### src/cache_pkg.sv
// shared widths and types; 30-bit word addresses, 4-word 128-bit lines, fixed at these sizes
`default_nettype none

package cache_pkg;

    // ------------------------------------------------------------------------
    // widths
    // ------------------------------------------------------------------------
    localparam int WORD_BITS      = 32;
    localparam int WORDS_PER_LINE = 4;
    localparam int LINE_BITS      = WORD_BITS * WORDS_PER_LINE;  // 128
    localparam int ADDR_BITS      = 30;                          // word address

    // ------------------------------------------------------------------------
    // types
    // ------------------------------------------------------------------------
    typedef logic [WORD_BITS-1:0] word_t;
    typedef logic [LINE_BITS-1:0] line_t;
    typedef logic [ADDR_BITS-1:0] word_addr_t;

    // line address drops the word offset
    typedef logic [ADDR_BITS-$clog2(WORDS_PER_LINE)-1:0] line_addr_t;

    // controller states
    typedef enum logic [1:0] {
        IDLE  = 2'd0,  // one cycle after reset
        COMP  = 2'd1,  // tag compare, hits served here
        WRITE = 2'd2,  // dirty victim going out
        ALLOC = 2'd3   // line fill from memory
    } cache_state_e;

endpackage

`default_nettype wire

### src/cache_if.sv
// command and status wires between controller and store; all single-cycle or level, no clocking
`timescale 1ns/1ps
`default_nettype none

interface cache_if;

    // controller -> store
    logic hit_read;      // read hit in COMP, touches lru
    logic hit_write;     // write hit, word lands at next edge
    logic clean;         // write-back done, drop victim dirty bit
    logic fill;          // line from memory into victim way
    logic wb_sel;        // mem_addr follows the victim line

    // store -> controller
    logic hit;           // request tag found in indexed set
    logic victim_dirty;  // lru way valid and dirty

    modport ctrl (
        output hit_read,
        output hit_write,
        output clean,
        output fill,
        output wb_sel,
        input  hit,
        input  victim_dirty
    );

    modport store (
        input  hit_read,
        input  hit_write,
        input  clean,
        input  fill,
        input  wb_sel,
        output hit,
        output victim_dirty
    );

endinterface

`default_nettype wire

### src/cache_ctrl.sv
// lookup / write-back / allocate FSM; one request in flight, request held until stall drops
`timescale 1ns/1ps
`default_nettype none

module cache_ctrl (
    input  logic  clk,
    input  logic  proc_reset,
    input  logic  proc_read,
    input  logic  proc_write,
    input  logic  mem_ready,
    output logic  proc_stall,
    output logic  mem_read,
    output logic  mem_write,
    cache_if.ctrl cif
);

    import cache_pkg::*;

    cache_state_e state_q;
    cache_state_e state_d;

    // ------------------------------------------------------------------------
    // state register
    // ------------------------------------------------------------------------
    always_ff @(posedge clk) begin
        if (proc_reset) begin
            state_q <= IDLE;
        end else begin
            state_q <= state_d;
        end
    end

    // ------------------------------------------------------------------------
    // next state and outputs
    // ------------------------------------------------------------------------
    always_comb begin
        state_d       = state_q;
        proc_stall    = 1'b1;
        mem_read      = 1'b0;
        mem_write     = 1'b0;
        cif.hit_read  = 1'b0;
        cif.hit_write = 1'b0;
        cif.clean     = 1'b0;
        cif.fill      = 1'b0;
        cif.wb_sel    = 1'b0;
        case (state_q)
            IDLE: state_d = COMP;
            COMP: begin
                if (!proc_read && !proc_write) begin
                    proc_stall = 1'b0;  // nothing asked
                end else if (cif.hit) begin
                    proc_stall    = 1'b0;
                    cif.hit_read  = proc_read;
                    cif.hit_write = proc_write;
                end else if (cif.victim_dirty) begin
                    state_d = WRITE;
                end else begin
                    state_d = ALLOC;
                end
            end
            WRITE: begin
                cif.wb_sel = 1'b1;
                mem_write  = !mem_ready;
                if (mem_ready) begin
                    cif.clean = 1'b1;
                    state_d   = ALLOC;
                end
            end
            ALLOC: begin
                mem_read = !mem_ready;
                if (mem_ready) begin
                    cif.fill = 1'b1;
                    state_d  = COMP;  // request hits on the retry
                end
            end
            default: state_d = IDLE;
        endcase
    end

    a_mem_excl: assert property (@(posedge clk) disable iff (proc_reset)
        !(mem_read && mem_write))
        else $error("mem_read and mem_write both high");

    a_proc_excl: assert property (@(posedge clk) disable iff (proc_reset)
        !(proc_read && proc_write))
        else $error("proc_read and proc_write both high");

endmodule

`default_nettype wire

### src/cache_store.sv
// two-way tag/data store; num_sets must be a power of two >= 2, reads are combinational
`timescale 1ns/1ps
`default_nettype none

module cache_store #(
    parameter int num_sets = 4
) (
    input  logic                  clk,
    input  logic                  proc_reset,
    input  cache_pkg::word_addr_t proc_addr,
    input  cache_pkg::word_t      proc_wdata,
    output cache_pkg::word_t      proc_rdata,
    input  cache_pkg::line_t      mem_rdata,
    output cache_pkg::line_addr_t mem_addr,
    output cache_pkg::line_t      mem_wdata,
    cache_if.store                cif
);

    import cache_pkg::*;

    localparam int off_bits = $clog2(WORDS_PER_LINE);
    localparam int idx_bits = $clog2(num_sets);
    localparam int tag_bits = ADDR_BITS - off_bits - idx_bits;

    // ------------------------------------------------------------------------
    // storage
    // ------------------------------------------------------------------------
    logic [num_sets-1:0] valid_q [2];
    logic [num_sets-1:0] dirty_q [2];
    logic [tag_bits-1:0] tag_q   [2][num_sets];
    line_t               line_q  [2][num_sets];
    logic [num_sets-1:0] lru_q;  // 1 bit per set, names the least recent way

    // address fields
    logic [off_bits-1:0] word_off;
    logic [idx_bits-1:0] set_idx;
    logic [tag_bits-1:0] req_tag;

    logic [1:0] way_hit;
    logic       hit_way;   // only meaningful when a way hits
    logic       victim;
    line_t      hit_line;

    assign word_off = proc_addr[off_bits-1:0];
    assign set_idx  = proc_addr[off_bits +: idx_bits];
    assign req_tag  = proc_addr[ADDR_BITS-1 -: tag_bits];

    // ------------------------------------------------------------------------
    // lookup
    // ------------------------------------------------------------------------
    always_comb begin
        for (int w = 0; w < 2; w++) begin
            way_hit[w] = valid_q[w][set_idx] && (tag_q[w][set_idx] == req_tag);
        end
    end

    assign hit_way  = way_hit[1];
    assign cif.hit  = |way_hit;
    assign hit_line = line_q[hit_way][set_idx];

    // word mux, zero on miss
    assign proc_rdata = cif.hit ? hit_line[word_off*WORD_BITS +: WORD_BITS] : '0;

    // victim is always the lru way, whether or not it is valid
    assign victim           = lru_q[set_idx];
    assign cif.victim_dirty = valid_q[victim][set_idx] && dirty_q[victim][set_idx];

    assign mem_wdata = line_q[victim][set_idx];
    assign mem_addr  = cif.wb_sel ? {tag_q[victim][set_idx], set_idx}
                                  : proc_addr[ADDR_BITS-1:off_bits];

    // ------------------------------------------------------------------------
    // valid, dirty and lru bits
    // ------------------------------------------------------------------------
    always_ff @(posedge clk) begin
        if (proc_reset) begin
            for (int w = 0; w < 2; w++) begin
                valid_q[w] <= '0;
                dirty_q[w] <= '0;
            end
            lru_q <= '0;  // way 0 goes first
        end else begin
            if (cif.hit_read || cif.hit_write) begin
                lru_q[set_idx] <= ~hit_way;
            end
            if (cif.hit_write) begin
                dirty_q[hit_way][set_idx] <= 1'b1;
            end
            if (cif.clean) begin
                dirty_q[victim][set_idx] <= 1'b0;
            end
            if (cif.fill) begin
                valid_q[victim][set_idx] <= 1'b1;
                dirty_q[victim][set_idx] <= 1'b0;
                lru_q[set_idx]           <= ~victim;  // filled way is now most recent
            end
        end
    end

    // ------------------------------------------------------------------------
    // tags and line data
    // ------------------------------------------------------------------------
    always_ff @(posedge clk) begin
        if (cif.hit_write) begin
            line_q[hit_way][set_idx][word_off*WORD_BITS +: WORD_BITS] <= proc_wdata;
        end
        if (cif.fill) begin
            line_q[victim][set_idx] <= mem_rdata;
            tag_q[victim][set_idx]  <= req_tag;
        end
    end

    // a fill never leaves the same tag in both ways
    a_single_hit: assert property (@(posedge clk) disable iff (proc_reset)
        !(way_hit[0] && way_hit[1]))
        else $error("both ways hit in set %0d", set_idx);

endmodule

`default_nettype wire

### src/cache_top.sv
// 2-way write-back L1 cache; memory answers with a one-cycle mem_ready, num_sets power of two >= 2
`timescale 1ns/1ps
`default_nettype none

module cache_top #(
    parameter int num_sets = 4
) (
    input  logic                  clk,
    input  logic                  proc_reset,
    // processor side
    input  logic                  proc_read,
    input  logic                  proc_write,
    input  cache_pkg::word_addr_t proc_addr,
    input  cache_pkg::word_t      proc_wdata,
    output logic                  proc_stall,
    output cache_pkg::word_t      proc_rdata,
    // memory side, whole lines
    output logic                  mem_read,
    output logic                  mem_write,
    output cache_pkg::line_addr_t mem_addr,
    output cache_pkg::line_t      mem_wdata,
    input  cache_pkg::line_t      mem_rdata,
    input  logic                  mem_ready
);

    cache_if cif ();

    cache_ctrl u_ctrl (
        .clk        (clk),
        .proc_reset (proc_reset),
        .proc_read  (proc_read),
        .proc_write (proc_write),
        .mem_ready  (mem_ready),
        .proc_stall (proc_stall),
        .mem_read   (mem_read),
        .mem_write  (mem_write),
        .cif        (cif.ctrl)
    );

    cache_store #(
        .num_sets (num_sets)
    ) u_store (
        .clk        (clk),
        .proc_reset (proc_reset),
        .proc_addr  (proc_addr),
        .proc_wdata (proc_wdata),
        .proc_rdata (proc_rdata),
        .mem_rdata  (mem_rdata),
        .mem_addr   (mem_addr),
        .mem_wdata  (mem_wdata),
        .cif        (cif.store)
    );

endmodule

`default_nettype wire

### config.mk
export PLATFORM = sky130hd
export DESIGN_NAME = cache_top
export DESIGN_NICKNAME = d
export VERILOG_FILES = /design/src/cache_pkg.sv /design/src/cache_if.sv /design/src/cache_ctrl.sv /design/src/cache_store.sv /design/src/cache_top.sv
export SDC_FILE = /design/constraint.sdc
export NUM_CORES = 2
export LEC_CHECK = 0
export ABC_AREA = 1
export BUFFER_PORTS_ARGS = -buffer_cell sky130_fd_sc_hd__clkbuf_2
export CORE_MARGIN = 3
export CORE_UTILIZATION = 50
export DETAILED_ROUTE_END_ITERATION = 6
export PLACE_DENSITY = 0.68
export RECOVER_POWER = 100
export SETUP_SLACK_MARGIN = 0.5
export SYNTH_ARGS = -nofsm -noshare
export SYNTH_HDL_FRONTEND = slang
export SYNTH_SLANG_ARGS = --single-unit
### constraint.sdc
create_clock -name clk -period 10.68 [get_ports clk]
set_input_delay 2.136 -clock clk [delete_from_list [all_inputs] [get_ports clk]]
set_output_delay 2.136 -clock clk [all_outputs]
set_load 0.05 [all_outputs]
# == Word-level counts from Yosys, hierarchy flattened ==
# Memories as Yosys holds them, arrays and structs flattened.
# Index checks and enable logic that the tools add are counted.
# word_totals
ram_bits,1248
mem_count,4
reg_bits,6
in_bits,195
wordCells,138
out_inout_bits,191
# classes
reduce_logical,17
bitwise,7
n_addsub,1
n_eq_ne,9
n_shift,3
mux,91
n_lt_le_gt_ge,4
# mem_list
name,words,width,rd,rd_clocked_by_memory_dff,wr,line,rtl
u_store.line_q,2,512,2,0,1,cache_store.sv:31,line_t line_q [2][num_sets];
u_store.tag_q,2,104,3,0,1,cache_store.sv:30,logic [tag_bits-1:0] tag_q [2][num_sets];
u_store.dirty_q,2,4,1,0,2,cache_store.sv:29,logic [num_sets-1:0] dirty_q [2];
u_store.valid_q,2,4,3,0,2,cache_store.sv:28,logic [num_sets-1:0] valid_q [2];
# ops
operator,n
2-to-1 mux 512 bit,4
2-to-1 mux 128 bit,6
binary-select mux 128 bit (select 2 bit),2
demux 128 bit (select 2 bit),2
OR reduction 512 bit,1
2-to-1 mux 26 bit,7
binary-select mux 26 bit (select 2 bit),3
variable shift 32 x 34 -> 128 bit (first input constant),1
indexed part select 128 x 8 -> 32 bit,1
indexed part select 32 x 34 -> 128 bit,1
2-to-1 mux 104 bit,1
demux 26 bit (select 2 bit),1
equality test 26 bit,2
2-to-1 mux 4 bit,12
2-to-1 mux 1 bit,38
negator 7 -> 34 bit,1
2-to-1 mux 32 bit,1
2-to-1 mux 28 bit,1
OR reduction 4 bit,3
binary-select mux 1 bit (select 2 bit),5
bitwise mux 4 bit,2
2-to-1 mux 2 bit,4
!= test 2 bit (second input constant),4
case mux 2 bit (4 select lines),1
other kinds (16),28

# == Longest topological paths before layout ==
# depth
depth_word,16
ltp_mapped,22
depth_no_buf,19

# == Cells and area by module ==
# A second synthesis with hierarchy kept.
# unflattened
hier_cells,7978
area_unflattened_um2,68499.4
# by_module_without_submodules
module,seq_area_each_um2,cells_each,area_each_um2,n_inst
cache_store,37395.9,7939,68215.4,1
cache_ctrl,40.0,39,284.0,1

# == Worst setup path after synthesis ==
# Ideal clock, no wire load.
# synth_timing
path_kind,in2out
start,input proc_addr[3]
end,output mem_wdata[100]
arrival_time_ps,4584
path_slack_ps,3960
stages,12
required_time_ps,8544
path_buffers,6
cell_sequence,buf_4 -> inv_2 -> buf_4 -> buf_2 -> nand2_1 -> nand2_1 -> inv_1 -> buf_2 -> clkbuf_1 -> buf_1 -> nor2_1 -> o2111ai_1
# synth_via
elab_chain_cells,6
elab_cells_between_ends,7
classes_between,5 x mux; 1 x bitwise; 1 x memory
# synth_lines
element,line,rtl
start: declaration,cache_top.sv:13,"input cache_pkg::word_addr_t proc_addr,"
binary-select mux 1 bit (select 2 bit),cache_store.sv:65,assign victim = lru_q[set_idx];
2-to-1 mux 1 bit (not written as such),cache_store.sv:65,
memory (2 x 512 bit),n/a,
binary-select mux 128 bit (select 2 bit) *,cache_store.sv:68,assign mem_wdata = line_q[victim][set_idx];
2-to-1 mux 128 bit (not written as such) * (2 in series),cache_store.sv:68,
end: declaration,cache_top.sv:21,"output cache_pkg::line_t mem_wdata,"
# Every way passes the cells marked *; elsewhere a longest branch is shown, timed or not. The select of a mux whose other input is x is not followed.

# == Final worst setup path ==
# layout_timing
start,input proc_addr[0]
end,output proc_rdata[14]
# layout_via
elab_chain_cells,2
# layout_lines
element,line,rtl
indexed part select 128 x 8 -> 32 bit,cache_store.sv:62,assign proc_rdata = cif.hit ? hit_line[word_off*WORD_BITS +: WORD_BITS] : '0;
2-to-1 mux 32 bit,cache_store.sv:62,
end: declaration,cache_top.sv:16,"output cache_pkg::word_t proc_rdata,"
# No other way between the ends.

==> metrics.txt <==
Max Cap Viol=40; Worst-path clk slew=0.06 ns; Post-synth top cells=1240 x edfxtp_1, 1132 x nor2_1, 890 x nand2_1; hold path depth=1; Post-Synthesis Mean Instance Area=10.17 µm²; Worst EP arrival=8.15 ns; xor/xnor share of the synthesized area=0%; status=finished, violations left; via count=50175; worst reg-to-reg path cell count=15; Reg2Reg Setup Slack=3.56 ns; initial DRC count=8522; CP max stage delay=3.01 ns; ratio of cells with drive above 1 in the final layout=7.919%; # IOs=386; number of global-route vias before repair=45001; HP Class=reg2reg; Residual DRC=0; clock buffer depth=3; FF+latch count, synth=1254; RSZ-0062 raised after global routing=false; RR Endpoint=u_store.line_q[1][217]$_DFFE_PP_; core area=0.1165 mm²; largest family of logic cells by synthesized area=compound AO/OA/AOI/OAI gates; CTS hold repair buffers=0; CTS tree=built; max_slew headroom=-182.3%; pwr/cell area=176.8 mW/mm²; post-synth net total=5990; compound-cell area share of the yosys netlist=16.27%; Final min period=10.29 ns; async set-or-reset flop fraction in the synthesized netlist=0%; num rows=125; CTS HTree Levels=4; Yosys top cell area share=63.24%; Starting Density=50.53%; Die ar.=0.1219 mm²; Reg-to-Reg Start=u_store.tag_q[1][94]$_DFFE_PP_; Mapped Area=0.05888 mm²; Pre-antenna DRT Iters=7; post-route setup TNS=0 ns; Layout area overhead=11.54%; critical path class=in2out; Clock Latency Late Sink=0.75 ns; Distinct cells, synth=42; Detail Route Antenna Nets=0; fmax=97.22 MHz; post-synthesis adder-cell area fraction=0.1700%; Vias/cell=6.613; Sink Count=1254; PortBufs=385; crit-path max FO=70; largest area contributor in the netlist=edfxtp_1; Synth Warn #=0; root buf cell=clkbuf_16; slew at the pin with the worst max-slew slack=4.235 ns; crit end category=output port; largest net degree at the start of global routing=181; post-CTS setup buffers=0; initial antenna violation count=18; crit-path cells=buf_4 > inv_4 > clkbuf_1 > nand3_1 > nand3_1 > nand2_1 > nor2_1 > clkbuf_2; Final nets=6153; Inserted Clock Buffers=135; final cell count without fillers=7587; Final period util=96.31%; All-Layer GR Usage=35.78%; Hold Fails Final Rpt=0; total power=11.61 mW; # setup viols final=0; Synth Area in Simple Gates=15.58%; Clock Skew=0.03765 ns; CP max stage cell=clkbuf_1; failing checks=capacitance limit, slew limit; Top FF cell, synth=edfxtp_1; placed cells=7337; Avg WL per Cell=29.56 µm; Pleak=22.69 nW; CTS resizes=0; drt total wl=224300 µm; hold worst-path end=u_store.valid_q[0][1]$_DFF_P_; first-pass GRT wire length=315600 µm; grt total ovfl=0; HP Start=u_store.valid_q[0][1]$_DFF_P_; VDD IR max=144.7 µV; Mapped Cells=5787; Startpoint Class=primary input; Crit path top cell by count=nand3_1; synth top area cells=edfxtp_1 63%, nor2_1 7.2%, o21ai_0 6.3%; Die Ht=349.2 µm; number of flops mapped to enable cells by yosys=1240; placed wire-length estimate=140900 µm; Max Slew Vio Count=1434; Die Wd=349.2 µm; gpl congestion=0.9923; required time of the worst setup path=8.54 ns; proportion of synthesized area in mux cells=0%; most frequent cell after synthesis=edfxtp_1; sequential element share of the synthesized area=63.72%
==> power by group <==
part	internal (mW)	switching (mW)	leakage [nW]
Combinational	0.302	1.22	9.14
Sequential	5.53	0.0230	11.5
Clock	2.61	1.93	2.03
Total	8.44	3.17	22.7
==> flip-flops by register name, indices dropped and copies added (netlist names) <==
signal           flops
u_store.lru_q        4
u_ctrl.state_q       2
u_store.line_q    1024
u_store.tag_q      208
u_store.valid_q      8
u_store.dirty_q      8
==> routing by layer <==
| metal | part of all wire [%] | global-route usage (%) | vias to the layer above |
|---|---|---|---|
| met5 | 0.041 | 0 | - |
| met4 | 7.4 | 21.90 | 14 |
| met3 | 16 | 12.25 | 675 |
| met2 | 41 | 50.13 | 4094 |
| met1 | 35 | 47.87 | 23904 |
| li1 | - | - | 21488 |
==> layout by cell type, fill, tap and decap left out, drive strengths merged, types with 4 or more instances in the layout <==
master    Yosys  layout
nand4        20      20
clkinv        2      53
clkbuf      317     587
o21a          4       4
diode         0      14
o221ai       32      32
ha            8       8
o22ai       585     585
nor2       1137    1137
bufinv        0      10
nand3       263     263
dfxtp        14      14
o2111ai     130     130
a21oi        57      57
o21ai       747     747
edfxtp     1240    1240
inv         150     152
buf         131      52
nand2       894     894
clkinvlp      0       8
a31oi         4       4
a32o         32      32
==> metrics by stage <==
stage,area [µm²],setup slack [ns],hold WS [ns],util (%)
global placement,62110,1.536,0.4488,53.30
finish,65670,0.3941,0.4657,56.36
floorplan,58880,3.960,0.4403,-
global route,65640,0.6260,0.4908,56.34
detailed placement,62110,1.517,0.4540,53.30
CTS,66290,1.505,0.4670,56.89
==> final cells by class <==
class | count | area [µm²]
Fill cell | 9853 | 50850
Sequential cell | 1254 | 37520
Multi-Input combinational cell | 3933 | 19070
Clock buffer | 165 | 3565
Timing Repair Buffer | 474 | 2357
Tap cell | 1524 | 1907
Clock inverter | 71 | 619.3
Inverter | 152 | 595.6
Antenna cell | 14 | 35.03
==> how the worst max path moves through the flow <==
stage	startpoint	endpoint	slack, ns	cells past startpoint
2_1_floorplan	proc_addr[3]	mem_wdata[100]	3.96	12
3_3_place_gp	proc_addr[2]	proc_rdata[5]	1.54	15
3_5_place_dp	proc_addr[2]	proc_rdata[22]	1.52	15
4_1_cts	proc_addr[2]	proc_rdata[22]	1.51	15
5_1_grt	proc_addr[0]	proc_rdata[14]	0.63	8
6_report	proc_addr[0]	proc_rdata[14]	0.39	8
==> logic make-up after synthesis <==
family | count (synthesis)
AOI/OAI and AO/OA | 1601
DFF | 1254
adders and majority gates | 8
and+or+nand+nor | 2324
buffers and inverters | 600
==> critical path: cells and delay by family <==
kind                   cells  cell delay [ns]
and+or+nand+nor            4             1.70
buffers and inverters      4             4.24
No activity file was read; power rests on OpenSTA's default activity.
